==> config.mk <==
export PLATFORM = sky130hd
export DESIGN_NAME = histTop
export DESIGN_NICKNAME = d
export VERILOG_FILES = /design/src/logic/histPkg.sv /design/src/logic/binRam.sv /design/src/logic/histBuilder.sv /design/src/logic/histTop.sv /design/src/logic/peakScanner.sv /design/src/logic/stampBuffer.sv
export SDC_FILE = /design/constraint.sdc
export NUM_CORES = 1
export LEC_CHECK = 0
export ABC_CLOCK_PERIOD_IN_PS = 6210
export BUFFER_PORTS_ARGS = -buffer_cell sky130_fd_sc_hd__buf_2
export CAP_MARGIN = 5
export CORE_ASPECT_RATIO = 1.75
export CORE_MARGIN = 2
export CORE_UTILIZATION = 40
export DETAILED_ROUTE_END_ITERATION = 12
export PLACE_DENSITY = 0.54
export SLEW_MARGIN = 40
export SYNTH_ARGS = -nofsm -noshare
export SYNTH_HDL_FRONTEND = slang
export SYNTH_SLANG_ARGS = --single-unit
export TNS_END_PERCENT = 100
==> constraint.sdc <==
create_clock -name clk -period 6.21 [get_ports clk]
set_input_delay 0.3105 -clock clk [delete_from_list [all_inputs] [get_ports clk]]
set_output_delay 0.3105 -clock clk [all_outputs]
set_load 0.005 [all_outputs]
==> src/logic/histPkg.sv <==
package histPkg;

    // pixel and bin geometry
    localparam int unsigned PIXEL_NUM = 4;
    localparam int unsigned BIN_NUM = 16;

    // index widths
    localparam int unsigned PIXEL_W = $clog2(PIXEL_NUM);
    localparam int unsigned BIN_W = $clog2(BIN_NUM);

    // bin memory address, pixel above bin
    localparam int unsigned ADDR_W = PIXEL_W + BIN_W;

    // per-bin count, saturates at all ones
    localparam int unsigned COUNT_W = 8;

    // stamps per frame
    // large enough that one bin can saturate
    localparam int unsigned FRAME_EVENTS = 320;
    localparam int unsigned EVENT_CNT_W = $clog2(FRAME_EVENTS);

    // stamp buffer depth, also the sender's initial credit count
    localparam int unsigned FIFO_DEPTH = 8;
    localparam int unsigned FIFO_PTR_W = $clog2(FIFO_DEPTH);

endpackage

==> src/logic/binRam.sv <==
`timescale 1ns/1ps

module binRam (
    input  logic                        clk,
    input  logic                        rdEn,
    input  logic [histPkg::ADDR_W-1:0]  rdAddr,
    input  logic                        wrEn,
    input  logic [histPkg::ADDR_W-1:0]  wrAddr,
    input  logic [histPkg::COUNT_W-1:0] wrData,
    output logic [histPkg::COUNT_W-1:0] rdData
);
    import histPkg::*;

    // one word per bin of every pixel
    logic [COUNT_W-1:0] mem [PIXEL_NUM * BIN_NUM];

    // write port
    always_ff @(posedge clk) begin
        if (wrEn) begin
            mem[wrAddr] <= wrData;
        end
    end

    // registered read port
    // same-address read and write returns the old word
    always_ff @(posedge clk) begin
        if (rdEn) begin
            rdData <= mem[rdAddr];
        end
    end

endmodule

==> src/logic/histBuilder.sv <==
`timescale 1ns/1ps

module histBuilder (
    input  logic                        clk,
    input  logic                        res,
    input  logic                        bufValid,
    input  logic [histPkg::PIXEL_W-1:0] bufPixel,
    input  logic [histPkg::BIN_W-1:0]   bufBin,
    input  logic                        scanBusy,
    input  logic                        scanRdEn,
    input  logic [histPkg::ADDR_W-1:0]  scanRdAddr,
    input  logic                        scanWrEn,
    input  logic [histPkg::ADDR_W-1:0]  scanWrAddr,
    input  logic [histPkg::COUNT_W-1:0] rdData,
    output logic                        bufPop,
    output logic                        frameDone,
    output logic                        rdEn,
    output logic [histPkg::ADDR_W-1:0]  rdAddr,
    output logic                        wrEn,
    output logic [histPkg::ADDR_W-1:0]  wrAddr,
    output logic [histPkg::COUNT_W-1:0] wrData,
    output logic [histPkg::COUNT_W-1:0] scanData
);
    import histPkg::*;

    // IDLE waits for the scanner, BUILD takes stamps, DRAIN writes the last one
    typedef enum logic [1:0] {
        IDLE,
        BUILD,
        DRAIN
    } stateT;

    localparam logic [EVENT_CNT_W-1:0] LAST_EVENT = EVENT_CNT_W'(FRAME_EVENTS - 1);

    stateT state;
    stateT nextState;

    logic [EVENT_CNT_W-1:0] eventCnt;
    logic                   lastPop;

    // read stage, address of the stamp whose count is on rdData
    logic               s1Valid;
    logic [ADDR_W-1:0]  s1Addr;

    // previous write, for the back-to-back hazard
    logic               fwdValid;
    logic [ADDR_W-1:0]  fwdAddr;
    logic [COUNT_W-1:0] fwdData;

    logic [COUNT_W-1:0] baseCount;
    logic [COUNT_W-1:0] incCount;

    // pop only while building and the scanner is off the memory
    assign bufPop  = (state == BUILD) && bufValid && !scanBusy;
    assign lastPop = bufPop && (eventCnt == LAST_EVENT);

    always_comb begin
        nextState = state;
        case (state)
            // frameDone still high means the scan has not raised scanBusy yet
            IDLE:    if (!scanBusy && !frameDone) nextState = BUILD;
            BUILD:   if (lastPop) nextState = DRAIN;
            DRAIN:   nextState = IDLE;
            default: nextState = IDLE;
        endcase
    end

    always_ff @(posedge clk or negedge res) begin
        if (!res) begin
            state     <= IDLE;
            eventCnt  <= '0;
            s1Valid   <= 1'b0;
            fwdValid  <= 1'b0;
            frameDone <= 1'b0;
        end else begin
            state <= nextState;
            if (lastPop) begin
                eventCnt <= '0;
            end else if (bufPop) begin
                eventCnt <= eventCnt + 1'b1;
            end
            s1Valid  <= bufPop;
            fwdValid <= s1Valid;
            // final write lands at the edge that leaves DRAIN
            frameDone <= (state == DRAIN);
        end
    end

    // payload of the pipeline
    always_ff @(posedge clk) begin
        s1Addr  <= {bufPixel, bufBin};
        fwdAddr <= s1Addr;
        fwdData <= incCount;
    end

    // memory still holds the stale word when the last write hit this bin
    assign baseCount = (fwdValid && (fwdAddr == s1Addr)) ? fwdData : rdData;
    // saturating increment
    assign incCount  = (baseCount == {COUNT_W{1'b1}}) ? baseCount : baseCount + 1'b1;

    // memory ports, lent to the scanner while it runs
    assign rdEn   = scanBusy ? scanRdEn : bufPop;
    assign rdAddr = scanBusy ? scanRdAddr : {bufPixel, bufBin};
    assign wrEn   = scanBusy ? scanWrEn : s1Valid;
    assign wrAddr = scanBusy ? scanWrAddr : s1Addr;
    // scanner writes zeros back
    assign wrData = scanBusy ? '0 : incCount;

    assign scanData = rdData;

endmodule

==> src/logic/histTop.sv <==
`timescale 1ns/1ps

module histTop (
    input  logic                        clk,
    input  logic                        res,
    input  logic                        stampValid,
    input  logic [histPkg::PIXEL_W-1:0] stampPixel,
    input  logic [histPkg::BIN_W-1:0]   stampBin,
    output logic                        creditReturn,
    output logic                        peakValid,
    output logic [histPkg::PIXEL_W-1:0] peakPixel,
    output logic [histPkg::BIN_W-1:0]   peakBin,
    output logic [histPkg::COUNT_W-1:0] peakCount
);
    import histPkg::*;

    // buffer head
    logic               bufValid;
    logic [PIXEL_W-1:0] bufPixel;
    logic [BIN_W-1:0]   bufBin;
    logic               bufPop;

    // memory ports
    logic               rdEn;
    logic [ADDR_W-1:0]  rdAddr;
    logic [COUNT_W-1:0] rdData;
    logic               wrEn;
    logic [ADDR_W-1:0]  wrAddr;
    logic [COUNT_W-1:0] wrData;

    // scanner side, routed through the builder
    logic               frameDone;
    logic               scanBusy;
    logic               scanRdEn;
    logic [ADDR_W-1:0]  scanRdAddr;
    logic               scanWrEn;
    logic [ADDR_W-1:0]  scanWrAddr;
    logic [COUNT_W-1:0] scanData;

    stampBuffer stampBuffer_inst (
        .clk(clk), .res(res),
        .stampValid(stampValid), .stampPixel(stampPixel), .stampBin(stampBin),
        .bufPop(bufPop),
        .bufValid(bufValid), .bufPixel(bufPixel), .bufBin(bufBin),
        .creditReturn(creditReturn)
    );

    histBuilder histBuilder_inst (
        .clk(clk), .res(res),
        .bufValid(bufValid), .bufPixel(bufPixel), .bufBin(bufBin),
        .scanBusy(scanBusy), .scanRdEn(scanRdEn), .scanRdAddr(scanRdAddr),
        .scanWrEn(scanWrEn), .scanWrAddr(scanWrAddr), .rdData(rdData),
        .bufPop(bufPop), .frameDone(frameDone),
        .rdEn(rdEn), .rdAddr(rdAddr), .wrEn(wrEn), .wrAddr(wrAddr), .wrData(wrData),
        .scanData(scanData)
    );

    binRam binRam_inst (
        .clk(clk),
        .rdEn(rdEn), .rdAddr(rdAddr),
        .wrEn(wrEn), .wrAddr(wrAddr), .wrData(wrData),
        .rdData(rdData)
    );

    peakScanner peakScanner_inst (
        .clk(clk), .res(res),
        .frameDone(frameDone), .scanData(scanData),
        .scanBusy(scanBusy), .scanRdEn(scanRdEn), .scanRdAddr(scanRdAddr),
        .scanWrEn(scanWrEn), .scanWrAddr(scanWrAddr),
        .peakValid(peakValid), .peakPixel(peakPixel), .peakBin(peakBin),
        .peakCount(peakCount)
    );

endmodule

==> src/logic/peakScanner.sv <==
`timescale 1ns/1ps

module peakScanner (
    input  logic                        clk,
    input  logic                        res,
    input  logic                        frameDone,
    input  logic [histPkg::COUNT_W-1:0] scanData,
    output logic                        scanBusy,
    output logic                        scanRdEn,
    output logic [histPkg::ADDR_W-1:0]  scanRdAddr,
    output logic                        scanWrEn,
    output logic [histPkg::ADDR_W-1:0]  scanWrAddr,
    output logic                        peakValid,
    output logic [histPkg::PIXEL_W-1:0] peakPixel,
    output logic [histPkg::BIN_W-1:0]   peakBin,
    output logic [histPkg::COUNT_W-1:0] peakCount
);
    import histPkg::*;

    localparam logic [ADDR_W-1:0] LAST_ADDR = ADDR_W'(PIXEL_NUM * BIN_NUM - 1);
    localparam logic [BIN_W-1:0]  LAST_BIN  = BIN_W'(BIN_NUM - 1);

    // pass requested out of reset
    logic launch;
    // set for the clear pass after reset, no results then
    logic clearPass;

    // address whose word is on scanData this cycle
    logic              s1Valid;
    logic [ADDR_W-1:0] s1Addr;

    logic [PIXEL_W-1:0] curPixel;
    logic [BIN_W-1:0]   curBin;
    logic               better;

    // running peak of the current pixel
    logic [COUNT_W-1:0] maxCount;
    logic [BIN_W-1:0]   maxBin;

    assign curPixel = s1Addr[ADDR_W-1 -: PIXEL_W];
    assign curBin   = s1Addr[BIN_W-1:0];
    // strictly greater, lower bin keeps a tie
    assign better   = (curBin == '0) || (scanData > maxCount);

    // zero write one cycle behind the read of the same word
    assign scanWrEn   = s1Valid;
    assign scanWrAddr = s1Addr;

    always_ff @(posedge clk or negedge res) begin
        if (!res) begin
            launch     <= 1'b1;
            clearPass  <= 1'b1;
            scanBusy   <= 1'b1;
            scanRdEn   <= 1'b0;
            scanRdAddr <= '0;
            s1Valid    <= 1'b0;
            peakValid  <= 1'b0;
        end else begin
            launch <= 1'b0;
            // read walk over every address
            if (launch || frameDone) begin
                scanRdEn   <= 1'b1;
                scanRdAddr <= '0;
                scanBusy   <= 1'b1;
            end else if (scanRdEn) begin
                scanRdAddr <= scanRdAddr + 1'b1;
                if (scanRdAddr == LAST_ADDR) begin
                    scanRdEn <= 1'b0;
                end
            end
            // a frame pass reports peaks
            if (frameDone) begin
                clearPass <= 1'b0;
            end
            s1Valid <= scanRdEn;
            // hand the memory back after the last zero write
            if (s1Valid && (s1Addr == LAST_ADDR)) begin
                scanBusy <= 1'b0;
            end
            peakValid <= s1Valid && (curBin == LAST_BIN) && !clearPass;
        end
    end

    always_ff @(posedge clk) begin
        s1Addr <= scanRdAddr;
        // first bin restarts the maximum
        if (s1Valid && better) begin
            maxCount <= scanData;
            maxBin   <= curBin;
        end
        // result includes the last bin itself
        if (s1Valid && (curBin == LAST_BIN)) begin
            peakPixel <= curPixel;
            peakBin   <= better ? curBin : maxBin;
            peakCount <= better ? scanData : maxCount;
        end
    end

endmodule

==> src/logic/stampBuffer.sv <==
`timescale 1ns/1ps

module stampBuffer (
    input  logic                        clk,
    input  logic                        res,
    input  logic                        stampValid,
    input  logic [histPkg::PIXEL_W-1:0] stampPixel,
    input  logic [histPkg::BIN_W-1:0]   stampBin,
    input  logic                        bufPop,
    output logic                        bufValid,
    output logic [histPkg::PIXEL_W-1:0] bufPixel,
    output logic [histPkg::BIN_W-1:0]   bufBin,
    output logic                        creditReturn
);
    import histPkg::*;

    // storage for the stamp fields
    logic [PIXEL_W-1:0] pixMem [FIFO_DEPTH];
    logic [BIN_W-1:0]   binMem [FIFO_DEPTH];

    logic [FIFO_PTR_W-1:0] wrPtr;
    logic [FIFO_PTR_W-1:0] rdPtr;
    // occupancy, one bit wider than the pointers
    logic [FIFO_PTR_W:0]   fill;

    // the sender only sends on a credit, so a push never meets a full buffer
    always_ff @(posedge clk) begin
        if (stampValid) begin
            pixMem[wrPtr] <= stampPixel;
            binMem[wrPtr] <= stampBin;
        end
    end

    always_ff @(posedge clk or negedge res) begin
        if (!res) begin
            wrPtr        <= '0;
            rdPtr        <= '0;
            fill         <= '0;
            creditReturn <= 1'b0;
        end else begin
            // depth is a power of two, pointers wrap on their own
            if (stampValid) begin
                wrPtr <= wrPtr + 1'b1;
            end
            if (bufPop) begin
                rdPtr <= rdPtr + 1'b1;
            end
            case ({stampValid, bufPop})
                2'b10:   fill <= fill + 1'b1;
                2'b01:   fill <= fill - 1'b1;
                default: fill <= fill;
            endcase
            // one credit back per popped stamp, a cycle later
            creditReturn <= bufPop;
        end
    end

    // head entry
    assign bufValid = (fill != '0);
    assign bufPixel = pixMem[rdPtr];
    assign bufBin   = binMem[rdPtr];

endmodule

======== Word level (Yosys, flattened, before mapping) ========
Memory sizes are Yosys's and may differ from the RTL's. A register that Yosys moved wholly into a read port is not among the register bits.
Cells that the tools add are included.
storage, ports and cells
  bits in registers ....................... 88
  bits in latches ......................... 0
  bits in writable memories ............... 560
  memory bits (read-only) ................. 0
  input port bits ......................... 9
  output and inout bits ................... 16
  logic and storage cells ................. 95
  memories kept ........................... 3
operators by class
  add/sub/neg operators ................... 7
  multiply operators ...................... 0
  div/mod/pow operators ................... 0
  $lt $le $gt $ge ......................... 1
  equal/unequal tests ..................... 12
  shifts and indexed selects .............. 0
  multiplexer cells ....................... 26
  bitwise logic cells ..................... 0
  reduce and logical (&&, ||, !) cells .... 22
memories
  memory                   words  bits a word  rd ports  clocked after memory_dff  wr ports  line               source
  binRam_inst.mem          64     8            1         1                         1         binRam.sv:15       logic [COUNT_W-1:0] mem [PIXEL_NUM * BIN_NUM];
  stampBuffer_inst.binMem  8      4            1         0                         1         stampBuffer.sv:19  logic [BIN_W-1:0] binMem [FIFO_DEPTH];
  stampBuffer_inst.pixMem  8      2            1         0                         1         stampBuffer.sv:18  logic [PIXEL_W-1:0] pixMem [FIFO_DEPTH];
operator list
  operator                                                                count
  8-bit 2-to-1 mux                                                        4
  6-bit 2-to-1 mux                                                        4
  9-bit 2-to-1 mux                                                        2
  6-bit equality test (second input constant)                             2
  1-bit 2-to-1 mux                                                        11
  9-bit by 1-bit adder with 9-bit output (second input constant)          1
  9-bit equality test (second input constant)                             1
  1-bit logical AND                                                       9
  8-bit by 1-bit adder with 8-bit output (second input constant)          1
  8-bit equality test (second input constant)                             1
  8-bit greater-than comparator                                           1
  4-bit case mux with 2 select lines                                      1
  2-bit nonzero test                                                      4
  3-bit by 1-bit adder with 3-bit output (second input constant)          2
  6-bit by 1-bit adder with 6-bit output (second input constant)          1
  6-bit equality test                                                     1
  4-bit by 1-bit adder with 4-bit output (second input constant)          1
  2-bit by 1-bit equality test with 1-bit output (second input constant)  2
  2-bit equality test (second input constant)                             2
  4-bit equality test (second input constant)                             1
  4-bit logical NOT                                                       1
  2-bit 2-to-1 mux                                                        2
  4-bit 2-to-1 mux                                                        1
  2-bit by 1-bit != test with 1-bit output (second input constant)        2
  other kinds (7)                                                         10

======== Logic depth before layout (Yosys ltp) ========
Gate-level depths: netlist of run 1.
  word-level depth ........................ 6
  mapped depth ............................ 14
  mapped depth without buffers ............ 10

======== Cells and area by module ========
From an unflattened synthesis of run 1, not the netlist that was laid out.
unflattened totals
  cells, all modules ...................... 1,368
  area, all modules ....................... 26,266.4 µm²
by module, submodules not included
  module       times used  cells each  area an instance (µm²)
  binRam       1           940         20,246.9
  stampBuffer  1           128         2,441.1
  peakScanner  1           131         1,813.0
  histBuilder  1           169         1,765.4

======== Worst setup path after synthesis of run 1 ========
OpenSTA, ideal clock, no wires.
  path type ............................... flip-flop to flip-flop
  start point ............................. register histBuilder_inst.s1Addr[1]
  end point ............................... memory binRam_inst.mem[0][4], data pin
  setup time .............................. 0.548 ns
  arrival time ............................ 3.970 ns
  slack ................................... 1.692 ns
  stages on the path, launching flop included .. 9
  buffers on the path ..................... 1
  cell sequence ........................... dfxtp_1 -> clkbuf_1 -> xnor2_1 -> nand4_1 -> nor4_4 -> mux2_2 -> a21o_1 -> or3_1 -> a21oi_1
between the ends
  cells in the longest elaborated chain, start to end .. 6
  elaborated cells between the ends (all ways) .. 7
RTL lines
  element                                                                        line                source
  from (decl)                                                                    histBuilder.sv:43   logic [ADDR_W-1:0] s1Addr;
  from (signal assigned)                                                         histBuilder.sv:91   s1Addr <= {bufPixel, bufBin};
  6-bit equality test *                                                          histBuilder.sv:97   assign baseCount = (fwdValid && (fwdAddr == s1Addr)) ? fwdData : rdData;
  1-bit logical AND *                                                            histBuilder.sv:97
  8-bit 2-to-1 mux *                                                             histBuilder.sv:97
  8-bit by 1-bit adder with 8-bit output or 8-bit equality test (tied branches)  histBuilder.sv:99   assign incCount = (baseCount == {COUNT_W{1'b1}}) ? baseCount : baseCount + 1'b1;
  8-bit 2-to-1 mux *                                                             histBuilder.sv:99
  8-bit 2-to-1 mux *                                                             histBuilder.sv:107  assign wrData = scanBusy ? '0 : incCount;
  net binRam_inst.wrData, one bit                                                binRam.sv:9         input logic [histPkg::COUNT_W-1:0] wrData,
  to (decl)                                                                      binRam.sv:15
Mark *: on every way through the listed nets, which the timed path passes. The rest lies on a longest branch.

======== Worst setup path in the final report of run 1 ========
  start point ............................. register stampBuffer_inst.rdPtr[2]
  end point ............................... register binRam_inst.rdData[0] (netlist name) (read register of binRam_inst.mem), data pin
between the ends
  cells in the longest elaborated chain, start to end .. 2
  elaborated cells between the ends (all ways) .. 3
RTL lines
  element                                               line                source
  from (decl)                                           stampBuffer.sv:22   logic [FIFO_PTR_W-1:0] rdPtr;
  from (signal assigned)                                stampBuffer.sv:46   rdPtr <= rdPtr + 1'b1;
  memory 8 x 4 bit or memory 8 x 2 bit (tied branches)  -
  6-bit 2-to-1 mux *                                    histBuilder.sv:103  assign rdAddr = scanBusy ? scanRdAddr : {bufPixel, bufBin};
  to (decl)                                             binRam.sv:10        output logic [histPkg::COUNT_W-1:0] rdData
Mark *: on every way between the ends. The rest lies on a longest branch, timed or not.
A chain may end at the register's enable or synchronous reset.

==> results of run 1 <==
## power by group through the flow
stage,sequential (uW),combinational [uW],clock [uW]
2_1_floorplan,5160,705,0
3_3_place_gp,5250,921,0
3_5_place_dp,5260,944,0
4_1_cts,5170,953,3670
5_1_grt,5180,1040,3830
6_report,5160,948,3610
## worst register-to-register path: cells and delay by family, from the launching register on
| kind | cells | cell delay, ps |
|---|---|---|
| AOI/OAI and AO/OA | 5 | 1600 |
| buffers and inverters | 2 | 1070 |
| DFF | 1 | 670 |
| and+or+nand+nor | 2 | 600 |
| muxes | 1 | 420 |
## synth_stat cells, drive strengths merged (4+ instances only)
library cell,instances
mux4,29
o21ai,13
nand2b,6
nand3,144
nor2b,18
a32o,12
a21oi,20
a31oi,33
ha,15
inv,21
a2111oi,5
mux2,30
xor2,11
o21a,4
a22oi,8
o32ai,4
or3,6
dfrtp,33
nand2,375
dfxtp,26
nand4,12
o211ai,5
mux2i,78
xnor2,17
and3,7
a32oi,39
a21o,8
clkbuf,37
buf,54
nor3,11
nor2,105
edfxtp,594
## logic make-up (layout without fill, tap and decap cells)
logic type | Yosys count | after routing | synth area share, %
simple gates | 695 | 695 | 11.33
flops | 656 | 656 | 72.99
compound gates | 174 | 174 | 4.917
mux | 137 | 137 | 6.894
buf+inv | 112 | 202 | 2.134
xor+xnor | 28 | 28 | 0.9293
fa+ha+maj | 16 | 16 | 0.7871
other cells | 1 | 1 | 0.01421
## worst paths after layout
check                                                       from                               endpoint  slack (ps)  cells after the start
max                        stampBuffer_inst.rdPtr[2]$_DFFE_PN0N_        binRam_inst.rdData[0]$_DFFE_PP_        1660                     10
min                                                          res   stampBuffer_inst.fill[1]$_DFFE_PN0P_         200                      2
max reg2reg                stampBuffer_inst.rdPtr[2]$_DFFE_PN0N_        binRam_inst.rdData[0]$_DFFE_PP_        1660                     10
min reg2reg                   histBuilder_inst.s1Addr[5]$_DFF_P_    histBuilder_inst.fwdAddr[5]$_DFF_P_         400                      0
max in group asynchronous                                    res  stampBuffer_inst.rdPtr[0]$_DFFE_PN0N_        5640                      2
min in group clk              histBuilder_inst.s1Addr[5]$_DFF_P_    histBuilder_inst.fwdAddr[5]$_DFF_P_         400                      0
## flip-flops by register name (all words and copies together), names as in the netlist, 2 cells and up
signal,count
binRam_inst.mem,512
binRam_inst.rdData,8
histBuilder_inst.eventCnt,9
histBuilder_inst.fwdAddr,6
histBuilder_inst.fwdData,8
histBuilder_inst.s1Addr,6
histBuilder_inst.state,2
peakScanner_inst.maxBin,4
peakScanner_inst.maxCount,8
peakScanner_inst.peakBin,4
peakScanner_inst.peakCount,8
peakScanner_inst.peakPixel,2
peakScanner_inst.scanRdAddr,6
peakScanner_inst.scanWrAddr,6
stampBuffer_inst.binMem,32
stampBuffer_inst.fill,4
stampBuffer_inst.pixMem,16
stampBuffer_inst.rdPtr,3
stampBuffer_inst.wrPtr,3
## per-stage QoR
stage / utilization, % / total power, uW
floorplan: - / 5866
finish: 45.50 / 9715
CTS: 45.34 / 9792
detailed placement: 42.32 / 6205
global route: 45.50 / 10050
global placement: 42.12 / 6174
## cell type report
class / count / area (um2) / share of cell area (%)
tap: 882 / 1104 / 3.713
clock buffer: 73 / 1623 / 5.460
inverter: 21 / 78.83 / 0.2652
clock inverter: 33 / 266.5 / 0.8967
sequential: 656 / 19260 / 64.81
timing repair buffer: 75 / 605.6 / 2.038
multi-input combinational: 1051 / 6780 / 22.81
## metal layers
metal  vias up  wire length, um  GRT usage [%]
met2       473            36480          36.98
met3       151             2952          2.127
met1      7839            25370          23.79
met5         -                0              0
met4         0             3713          11.18
li1       6896                -              -
## cells in the final DEF (no fill, tap or decap), types with 11 or more instances in the layout
cell	instances
a21oi_1	19
a31oi_1	33
a32o_1	12
a32oi_1	39
buf_2	23
buf_4	38
clkbuf_16	62
clkinv_2	14
dfrtp_1	32
dfxtp_1	26
edfxtp_1	594
ha_1	15
inv_1	21
mux2_2	29
mux2i_1	75
mux4_2	25
nand2_1	375
nand3_1	144
nand4_1	12
nor2_1	58
nor2_2	45
o21ai_0	13
xnor2_1	17
xor2_1	11
==> results by group, run 1 <==
Floorplan
  – Initial Utilization: 40.40%
  – Die Wd: 198.2 um
  – # IOs: 25
  – DIE HEIGHT: 343.8 um
  – Core area: 0.06532 mm2
  – Die ar.: 0.06812 mm2
  – Row count: 124

STA
  – Slew Viols, Final: 0
  – Fmax: 0.2199 GHz
  – Slew at the pin closest to its max-slew limit: 853.4 ps
  – Hold Fails Final Rpt: 0
  – Tcrit/Tclk final: 73.24%
  – Final WS setup: 1662 ps
  – WHS: 197.8 ps
  – RSZ-0062 raised after global routing: false
  – Final setup fails: 0
  – Min Tclk post-route: 4548 ps
  – Setup TNS Final: 0 ps
  – Layout Skew: 24.59 ps
  – Slew headroom: 43.10%

Pwr
  – Pint: 7375 uW
  – Max IR drop VDD: 0.0002181 V
  – Clock share of power: 37.1%
  – Sw Ratio: 24.09%
  – Comb pwr share: 9.8%
  – PwrDens: 326.9 mW/mm2
  – Leakage power: 0.01016 uW
  – Share of power burned in registers: 53.1%
  – Psw: 2340 uW

Synthesis
  – EDFF count, synth: 594
  – Synth unique cells: 62
  – Syn_area_per_cell: 14.51 um2
  – Syn Nets: 1844
  – Post-Syn Instances: 1819
  – Synth area leader: edfxtp_1
  – Synthesized area: 0.02639 mm2
  – Synthesized flop and latch total: 656
  – Post-synthesis sequential area ratio: 72.99%
  – Asr flop ratio synth: 5.488%
  – Prevailing post-synth register cell: edfxtp_1
  – Share of the synthesized area in the top cell type: 67.59%
  – Ys Warns: 0
  – Top post-synthesis cells by area: edfxtp_1, nand2_1, dfrtp_1

Routing
  – Vias post-DR: 15360
  – Pre-antenna DRT Iters: 5
  – Iteration-0 DRC Markers: 1368
  – Via-to-Cell Ratio: 5.503
  – ANT nets after route: 0
  – Final wirelength: 68510 um
  – Number of remaining DRC errors: 0
  – Routed len/inst: 24.55 um

Place
  – Placed Area: 0.02764 mm2
  – Post-Place Cells: 2674
  – Worst slack, placed: 1635 ps
  – DP Wirelength: 45030 um
  – Port-buffer cells: 24
  – Placer Congestion: 0.8525

Finish
  – Layout Cells excl Fill: 2791
  – Nets: 1887
  – Share of layout cells above drive strength 1: 14.88%
  – Number of fill cells in the layout: 5735
  – Inserted Diodes: 0
  – Area delta synth->final: 12.63%
  – Design area: 0.02972 mm2

GRT
  – Vias in the first global route: 15440
  – Gr usage total: 20.50%
  – Largest net degree at the start of global routing: 126
  – Initial antenna violation count: 0
  – First-pass GRT wire length: 101900 um
  – Gr ovfl total: 0

Critical path
  – Worst setup EP type: flip-flop
  – WP buf/inv: 2
  – WP data required: 6640 ps
  – CP max stage delay: 670 ps
  – CP max FO: 41
  – Crit-path slowest cell: dfrtp_1
  – Crit Path Class: flip-flop to flip-flop
  – CP delay by family, top: compound AO/OA/AOI/OAI gates
  – Critical Path AT: 4980 ps
  – Critical path, cell by cell: mux2_2 -> o22ai_1 -> o31a_2 -> buf_4 -> buf_4 -> nand2_1 -> a32oi_1 -> a31oi_1 -> or3_1 -> o32ai_1
  – Startpoint Class: flip-flop
  – Most frequent CP cell: buf_4

Run
  – Max cap viols: 0

Clocking
  – Post-CTS setup buffer count: 0
  – CTS Sinks: 656
  – Clk_lat worst skew: 620 ps
  – Post_cts resized: 0
  – Reg clk slew, reported paths: 70 ps
  – TritonCTS clock tree: done
  – CTS Hold Bufs: 8
  – Total CTS buffers: 57
  – H-Tree Level Count: 2
  – Root buffer cell: clkbuf_16
  – Bufs on Longest Clock Path: 3

Hold path
  – Worst hold path class: input pin to async pin

Run status
  – Status: finished clean
Power figures use the tool's default switching activity.
==> run 2: changes to the inputs <==
--- a/config.mk
+++ b/config.mk
@@ -5,14 +5,14 @@
 export SDC_FILE = /design/constraint.sdc
 export NUM_CORES = 1
 export LEC_CHECK = 0
-export ABC_CLOCK_PERIOD_IN_PS = 6210
+export ABC_CLOCK_PERIOD_IN_PS = 3700
 export BUFFER_PORTS_ARGS = -buffer_cell sky130_fd_sc_hd__buf_2
 export CAP_MARGIN = 5
 export CORE_ASPECT_RATIO = 1.75
 export CORE_MARGIN = 2
 export CORE_UTILIZATION = 40
 export DETAILED_ROUTE_END_ITERATION = 12
-export PLACE_DENSITY = 0.54
+export PLACE_DENSITY = 0.56
 export SLEW_MARGIN = 40
 export SYNTH_ARGS = -nofsm -noshare
 export SYNTH_HDL_FRONTEND = slang
==> constraint.sdc (replaced) <==
create_clock -name clk -period 3.7 [get_ports clk]
set_input_delay 0.185 -clock clk [delete_from_list [all_inputs] [get_ports clk]]
set_output_delay 0.185 -clock clk [all_outputs]
set_load 0.005 [all_outputs]
==> run 2 against run 1 <==
- final cell count increased by 4.0%
- wire length grew 2.2%
- sequential share of layout area down 2.0 points
- maximum frequency increased by 24%
- sequential power up 67%
- die area unchanged
- register-to-register slack worse by 1600 ps
- design area grew 3.2%
- core utilization increased by 1.5 points
- first-iteration DRC count fell by 15%
- total power rose by 69%
- largest cell class unchanged
- largest power group unchanged
==> results by group, run 2 (synthesis gave the netlist of run 1 again) <==
STA
  – Layout Skew: 18.15 ps (-6.443 ps)
  – Fmax: 0.2728 GHz (+24%)
  – Slew at the pin closest to its max-slew limit: 777.4 ps (-76.01 ps)
  – Slew headroom: 48.05% (+4.9 points)
  – RSZ-0062 raised after global routing: false
  – Hold Fails Final Rpt: 0 (unchanged)
  – Tcrit/Tclk final: 99.08% (+26 points)
  – Min Tclk post-route: 3666 ps (-882.5 ps)
  – Slew Viols, Final: 0 (unchanged)
  – Final WS setup: 34.04 ps (-1628 ps)
  – Final setup fails: 0 (unchanged)
  – WHS: 72.48 ps (-125.3 ps)
  – Setup TNS Final: 0 ps (unchanged)

Finish
  – Nets: 2000 (+6.0%)
  – Area delta synth->final: 16.25%
  – Max reg flops: 512 (unchanged)
  – Largest register by flop count: binRam_inst.mem
  – Post-Route Utilization: 46.97% (+1.5 points)
  – Most common cell after layout, fill and taps aside: edfxtp_1
  – Share of layout cells above drive strength 1: 17.83% (+3.0 points)
  – Commonest cells after routing, fill and taps aside: edfxtp_1, nand2_1, nand3_1
  – Regs by FF count: binRam_inst.mem: 512 flops, stampBuffer_inst.binMem: 32 flops, stampBuffer_inst.pixMem: 16 flops

GRT
  – Vias in the first global route: 16300 (+5.6%)
  – Met2 usage: 38.22% (+1.2 points)
  – Largest net degree at the start of global routing: 78 (-38%)
  – GRT busiest layer: met2
  – Gr usage total: 21.01% (+0.51 points)
  – Met3 Usage GRT: 2.245% (+0.12 points)
  – Gr ovfl total: 0 (unchanged)
  – Met1 Usage GRT: 23.16% (-0.64 points)
  – Initial antenna violation count: 0 (unchanged)
  – First-pass GRT wire length: 104600 um (+2.6%)

Clocking
  – Post-CTS setup buffer count: 0 (unchanged)
  – TritonCTS clock tree: done
  – Bufs on Longest Clock Path: 3 (unchanged)
  – CTS Sinks: 656 (unchanged)
  – Clk_lat worst skew: 610 ps (about the same)
  – H-Tree Level Count: 2 (unchanged)
  – Reg clk slew, reported paths: 70 ps (about the same)
  – Total CTS buffers: 56 (-1.8%)
  – Root buffer cell: clkbuf_16

Pwr
  – Leakage power: 0.01081 uW (+6.3%)
  – Pint: 12460 uW (+69%)
  – Share of power burned in registers: 52.7% (-0.4 points)
  – Clock share of power: 36.7% (-0.4 points)
  – Comb pwr share: 10.6% (+0.8 points)
  – PwrDens: 534.2 mW/mm2 (+63%)
  – Sw Ratio: 23.95% (-0.14 points)
  – Psw: 3924 uW (+68%)
  – Max IR drop VDD: 0.0003583 V (+64%)

Floorplan
  – DIE HEIGHT: 343.8 um (unchanged)
  – Die ar.: 0.06812 mm2 (unchanged)
  – Row count: 124 (unchanged)
  – Core area: 0.06532 mm2 (unchanged)
  – Initial Utilization: 40.40% (unchanged)
  – # IOs: 25 (unchanged)
  – Die Wd: 198.2 um (unchanged)

Place
  – Port-buffer cells: 24 (unchanged)
  – Placer Congestion: 0.8814 (+3.4%)
  – Worst slack, placed: -46.95 ps (-1682 ps)
  – DP Wirelength: 47310 um (+5.1%)

Critical path
  – CP max FO: 30 (-27%)
  – Crit-path slowest cell: a31oi_1
  – Setup crit end: binRam_inst.rdData[7]$_DFFE_PP_
  – Critical path, cell by cell: mux2_2 -> mux4_2 -> mux2_2 -> nor2_2 -> buf_12 -> nand3_1 -> a31oi_1 -> nor3_1 -> a32o_1
  – WP data required: 4070 ps (-2570 ps)
  – Worst setup EP type: flip-flop
  – WP buf/inv: 1 (-1)
  – CP Depth: 9 (-1)
  – Crit Reg-Reg Endpoint: binRam_inst.rdData[7]$_DFFE_PP_
  – Crit Path Class: flip-flop to flip-flop
  – Startpoint Class: flip-flop
  – R2r startpoint: stampBuffer_inst.rdPtr[0]$_DFFE_PN0N_
  – Critical path startpoint: stampBuffer_inst.rdPtr[0]$_DFFE_PN0N_
  – CP max stage delay: 590 ps (-80 ps)
  – CP delay by family, top: multiplexers
  – Most frequent CP cell: mux2_2
  – Critical Path AT: 4030 ps (-950 ps)
  – R2R setup slack: 30 ps (-1630 ps)
  – Worst reg2reg path depth: 9 (-1)

Routing
  – Final wirelength: 70020 um (+2.2%)
  – Number of remaining DRC errors: 0 (unchanged)
  – Pre-antenna DRT Iters: 5 (unchanged)
  – ANT nets after route: 0 (unchanged)
  – Via-to-Cell Ratio: 5.426 (-1.4%)
  – Iteration-0 DRC Markers: 1169 (-15%)
  – Vias post-DR: 15750 (+2.5%)
  – Routed len/inst: 24.13 um (-1.7%)

Run status
  – Status: finished clean

Run
  – Max cap viols: 0 (unchanged)

Hold path
  – Worst hold path class: input pin to async pin
-- run 2: cell types whose count changed in the layout (fill, tap and decap cells not counted), moves of 2 or more --
cell,delta
buf_4,+97
nor2_1,+37
nor2_2,-36
buf_12,+21
clkinv_2,-4
clkbuf_16,-3
buf_16,-2
buf_8,-2
bufinv_16,+2
clkbuf_1,+2
nand3_1,-2
nand3_2,+2
-- run 2: worst min-delay path by stage --
stage,slack (ps),end,cells after the start
4_1_cts,240,histBuilder_inst.fwdValid$_DFF_PN0_,2
3_5_place_dp,340,stampBuffer_inst.wrPtr[1]$_DFFE_PN0P_,1
5_1_grt,140,histBuilder_inst.fwdValid$_DFF_PN0_,2
2_1_floorplan,-110,histBuilder_inst.eventCnt[0]$_DFFE_PN0P_,0
3_3_place_gp,320,stampBuffer_inst.wrPtr[1]$_DFFE_PN0P_,1
6_report,70,stampBuffer_inst.wrPtr[1]$_DFFE_PN0P_,2
-- run 2: metrics by stage --
| stage | cells | cell area [um2] | total power, uW |
|---|---|---|---|
| 2_1_floorplan | 1819 | 26410 | 9848 |
| 3_3_place_gp | 2791 | 28690 | 10460 |
| 3_5_place_dp | 2791 | 28720 | 10520 |
| 4_1_cts | 2901 | 30670 | 16530 |
| 5_1_grt | 2901 | 30680 | 16940 |
| 6_report | 2902 | 30680 | 16390 |
-- run 2: layout make-up --
| class | count | area [um2] |
|---|---|---|
| Tap cell | 882 | 1104 |
| Clock buffer | 72 | 1555 |
| Clock inverter | 30 | 302.8 |
| Sequential cell | 656 | 19260 |
| Antenna cell | 1 | 2.502 |
| Multi-Input combinational cell | 1051 | 6703 |
| Fill cell | 5678 | 34640 |
| Timing Repair Buffer | 189 | 1669 |
| Inverter | 21 | 78.83 |
-- run 2: timing repair --
item,CTS,global route
hold buffers,8,0
gates resized for setup,2,2
hold endpoints to repair,84,0
endpoints found under the setup margin,2,5
cloned,0,0
-- run 2: metal layers --
metal  wire length, um  vias up
met3              2483      170
met2             37060      432
met5                 0        -
met1             25480     8003
met4              5000        0
li1                  -     7140
-- run 2: power groups by stage --
stage          Combinational, uW  Clock (uW)  Sequential (uW)
6_report                    1740        6020             8630
5_1_grt                     1890        6380             8670
4_1_cts                     1750        6140             8630
3_5_place_dp                1730           0             8790
3_3_place_gp                1690           0             8770
2_1_floorplan               1190           0             8660
-- run 2: worst reg2reg max path, delay by kind of cell, from the launching register on --
| family | cells | cell delay, ps |
|---|---|---|
| AND/OR/NAND/NOR | 3 | 570 |
| multiplexers | 3 | 1300 |
| flip-flops | 1 | 480 |
| buffers and inverters | 1 | 220 |
| AO/OA/AOI/OAI | 2 | 840 |
==> run 3: changes to the inputs <==
--- a/config.mk
+++ b/config.mk
@@ -16,5 +16,6 @@
 export SLEW_MARGIN = 40
 export SYNTH_ARGS = -nofsm -noshare
 export SYNTH_HDL_FRONTEND = slang
+export SYNTH_HIERARCHICAL = 1
 export SYNTH_SLANG_ARGS = --single-unit
 export TNS_END_PERCENT = 100
==> run 3 against run 2 <==
- wire length fell by 11%
- combinational power barely moved
- worst hold slack improved by 7.5 ps
- worst setup slack improved by 68 ps
- sequential cell count rose by 1
- synthesized area fell by 0.46%
- non-clock buffer count fell by 15
- via count fell by 16%
- critical endpoint is now binRam_inst/rdData[6]$_DFFE_PP_
- largest power group unchanged
==> results by group, run 3 <==
Run status
  – Status: finished clean

STA
  – Slew at the pin closest to its max-slew limit: 775.1 ps (-2.363 ps)
  – Hold Fails Final Rpt: 0 (unchanged)
  – WHS: 79.99 ps (+7.509 ps)
  – Slew headroom: 48.09% (about the same)
  – Slew Viols, Final: 0 (unchanged)
  – Tcrit/Tclk final: 97.24% (-1.8 points)
  – Fmax: 0.2779 GHz (+1.9%)
  – Min Tclk post-route: 3598 ps (-68.18 ps)
  – Layout Skew: 16.12 ps (-2.026 ps)
  – Final setup fails: 0 (unchanged)
  – RSZ-0062 raised after global routing: false

Hold path
  – Worst hold path class: input pin to async pin

Pwr
  – Clock share of power: 38.6% (+1.9 points)
  – Sw Ratio: 22.94% (-1.0 points)
  – Share of power burned in registers: 51.1% (-1.6 points)
  – Leakage power: 0.01027 uW (-5.0%)
  – PwrDens: 552.5 mW/mm2 (+3.4%)
  – Comb pwr share: 10.2% (-0.4 points)
  – Max IR drop VDD: 0.0003379 V (-5.7%)
  – Psw: 3876 uW (-1.2%)
  – Pint: 13020 uW (+4.5%)

Critical path
  – CP max FO: 46 (+53%)
  – Setup crit end: binRam_inst/rdData[6]$_DFFE_PP_
  – Startpoint Class: flip-flop
  – Worst setup EP type: flip-flop
  – R2R setup slack: 100 ps (+70 ps)
  – Crit Path Class: flip-flop to flip-flop
  – R2r startpoint: stampBuffer_inst/rdPtr[0]$_DFFE_PN0P_
  – Worst reg2reg path depth: 11 (+2)
  – CP max stage delay: 570 ps (-20 ps)
  – Critical path, cell by cell: buf_4 -> buf_4 -> mux4_1 -> mux2_2 -> mux2_2 -> buf_12 -> nand2b_2 -> a211oi_1 -> nor4_2 -> nor3_4 -> o32ai_1
  – Crit-path slowest cell: mux4_1
  – Critical path startpoint: stampBuffer_inst/rdPtr[0]$_DFFE_PN0P_
  – Crit Reg-Reg Endpoint: binRam_inst/rdData[6]$_DFFE_PP_
  – Critical Path AT: 3940 ps (-90 ps)
  – WP data required: 4040 ps (-30 ps)

Clocking
  – Root buffer cell: clkbuf_16
  – Total CTS buffers: 58 (+3.6%)
  – H-Tree Level Count: 2 (unchanged)
  – Bufs on Longest Clock Path: 3 (unchanged)
  – Clk_lat worst skew: 620 ps (about the same)
  – CTS Sinks: 657 (+0.15%)
  – Reg clk slew, reported paths: 70 ps (about the same)
  – TritonCTS clock tree: done

Floorplan
  – Core area: 0.06516 mm2 (-0.24%)
  – Die Wd: 197.7 um (-0.23%)
  – # IOs: 25 (unchanged)
  – Die ar.: 0.06781 mm2 (-0.46%)
  – DIE HEIGHT: 343.0 um (-0.23%)
  – Row count: 124 (unchanged)
  – Initial Utilization: 40.31% (-0.092 points)

Routing
  – Number of remaining DRC errors: 0 (unchanged)
  – Met3 WL: 2057 um (-17%)
  – Met1 wire length: 22420 um (-12%)
  – Met2 WL post-DR: 36230 um (-2.2%)
  – DR top layer: met4
  – ANT nets after route: 0 (unchanged)
  – Vias post-DR: 13260 (-16%)
  – Via-to-Cell Ratio: 5.522 (+1.8%)
  – Final wirelength: 62540 um (-11%)
  – Iteration-0 DRC Markers: 943 (-19%)
  – Pre-antenna DRT Iters: 5 (unchanged)
  – Routed len/inst: 26.05 um (+8.0%)

Synthesis
  – Top cells by count, synth: edfxtp_1, mux4_2, nor2_1
  – Share of the synthesized area in the top cell type: 67.91% (+0.32 points)
  – Post-synthesis sequential area ratio: 73.43% (+0.44 points)
  – Top post-synthesis cells by area: edfxtp_1, mux4_2, dfrtp_1
  – Synth unique cells: 70 (+13%)
  – Asr flop ratio synth: 5.632% (+0.14 points)
  – Syn_area_per_cell: 19.20 um2 (+32%)
  – Post-Syn Instances: 1368 (-25%)
  – EDFF count, synth: 594 (unchanged)
  – Count leader, synth: edfxtp_1
  – Ys Warns: 6 (+6)
  – Prevailing post-synth register cell: edfxtp_1
  – Synthesized flop and latch total: 657 (+0.15%)
  – Synthesized area: 0.02627 mm2 (-0.46%)
  – Synth area leader: edfxtp_1
  – Syn Nets: 1392 (-25%)

GRT
  – First-pass GRT wire length: 90990 um (-13%)
  – Gr usage total: 18.54% (-2.5 points)
  – Largest net degree at the start of global routing: 65 (-17%)
  – Gr ovfl total: 0 (unchanged)
  – Initial antenna violation count: 0 (unchanged)
  – Vias in the first global route: 13830 (-15%)

Place
  – Port-buffer cells: 24 (unchanged)
  – Placed Area: 0.02826 mm2 (-1.6%)
  – DP Wirelength: 41240 um (-13%)
  – Placer Congestion: 0.8045 (-8.7%)

Run
  – Max cap viols: 0 (unchanged)

Finish
  – Max reg flops: 512 (unchanged)
  – Most common cell after layout, fill and taps aside: edfxtp_1
  – Share of layout cells above drive strength 1: 30.59% (+13 points)
  – Inserted Diodes: 0 (-1)
  – Number of fill cells in the layout: 5411 (-4.7%)
  – Nets: 1557 (-22%)
  – Largest register by flop count: binRam_inst/mem
  – Regs by FF count: binRam_inst/mem: 512 flops, stampBuffer_inst/binMem: 32 flops, stampBuffer_inst/pixMem: 16 flops
  – Design area: 0.03058 mm2 (-0.31%)
  – Area delta synth->final: 16.43%
  – Commonest cells after routing, fill and taps aside: edfxtp_1, mux4_2, buf_4
[run 3: cell types whose count changed after synthesis, sizes merged, moves of 7 or more]
cell / before / now
nand2: 375 / 38
nand3: 144 / 23
mux4: 29 / 138
mux2i: 78 / 34
a32oi: 39 / 0
a31oi: 33 / 12
mux2: 30 / 49
a32o: 12 / 0
clkbuf: 37 / 25
o221ai: 0 / 9
o22ai: 2 / 10
buf: 54 / 47
[run 3: final cells by class]
cell class / count / area [um2] / share of cell area, %
clock buffer: 65 / 1541 / 5.040
clock inverter: 44 / 521.8 / 1.706
inverter: 20 / 75.07 / 0.2455
multi-input combinational: 622 / 6689 / 21.87
sequential: 657 / 19290 / 63.06
timing repair buffer: 174 / 1444 / 4.721
tap: 819 / 1025 / 3.351
[run 3: power by group through the flow]
stage                     sequential, uW  clock (uW)  combinational, uW
after floorplan                     8680           0               1230
after global placement              8780           0               1660
after detailed placement            8800           0               1690
after CTS                           8640        6640               1710
after global routing                8680        6870               1880
final                               8640        6530               1730
[run 3: routing by layer]
layer,vias up,GRT usage [%]
met4,0,6.657
met2,303,36.91
met5,-,0
met3,100,1.799
li1,5846,-
met1,7010,20.00
[run 3: cell families after synthesis]
group	share of synthesized area (%)
compound gates	2.853
buf+inv	1.991
fa+ha+maj	0.7145
mux	15.30
flops	73.43
other cells	0.01428
xor+xnor	0.7336
simple gates	4.964
[run 3: critical path: cells and delay by family, from the launching register on]
family | cells | cell delay (ps)
flops | 1 | 420
simple gates | 3 | 670
buf+inv | 3 | 560
compound gates | 2 | 460
mux | 3 | 1190
[run 3: worst min-delay path by stage]
stage                     from                                  endpoint  slack [ps]  cells past startpoint
final                      res      stampBuffer_inst/fill[1]$_DFFE_PN0P_          80                      2
after global routing       res      stampBuffer_inst/fill[2]$_DFFE_PN0P_         120                      2
after floorplan            res  histBuilder_inst/eventCnt[0]$_DFFE_PN0P_        -110                      0
after detailed placement   res      stampBuffer_inst/fill[3]$_DFFE_PN0P_         180                      1
after global placement     res      stampBuffer_inst/fill[1]$_DFFE_PN0P_         340                      1
after CTS                  res      stampBuffer_inst/fill[3]$_DFFE_PN0P_          60                      2
[run 3: metrics by stage]
stage	setup TNS, ps	instances	total power [uW]	utilization, %	setup WS, ps
after floorplan	0	1368	9909	-	359.7
after global placement	-161.9	2274	10450	43.34	-85.28
after detailed placement	-306.0	2274	10490	43.36	-138.1
after CTS	0	2391	17000	46.69	6.215
after global routing	0	2401	17430	46.93	3.831
final	0	2401	16900	46.93	102.2
[run 3: timing repair]
action / CTS / global route
hold buffers: 8 / 0
buffers inserted: 0 / 7
resized for setup: 4 / 15
gates cloned: 0 / 3
endpoints found under the setup margin: 3 / 8
endpoints found under the hold margin: 88 / 0
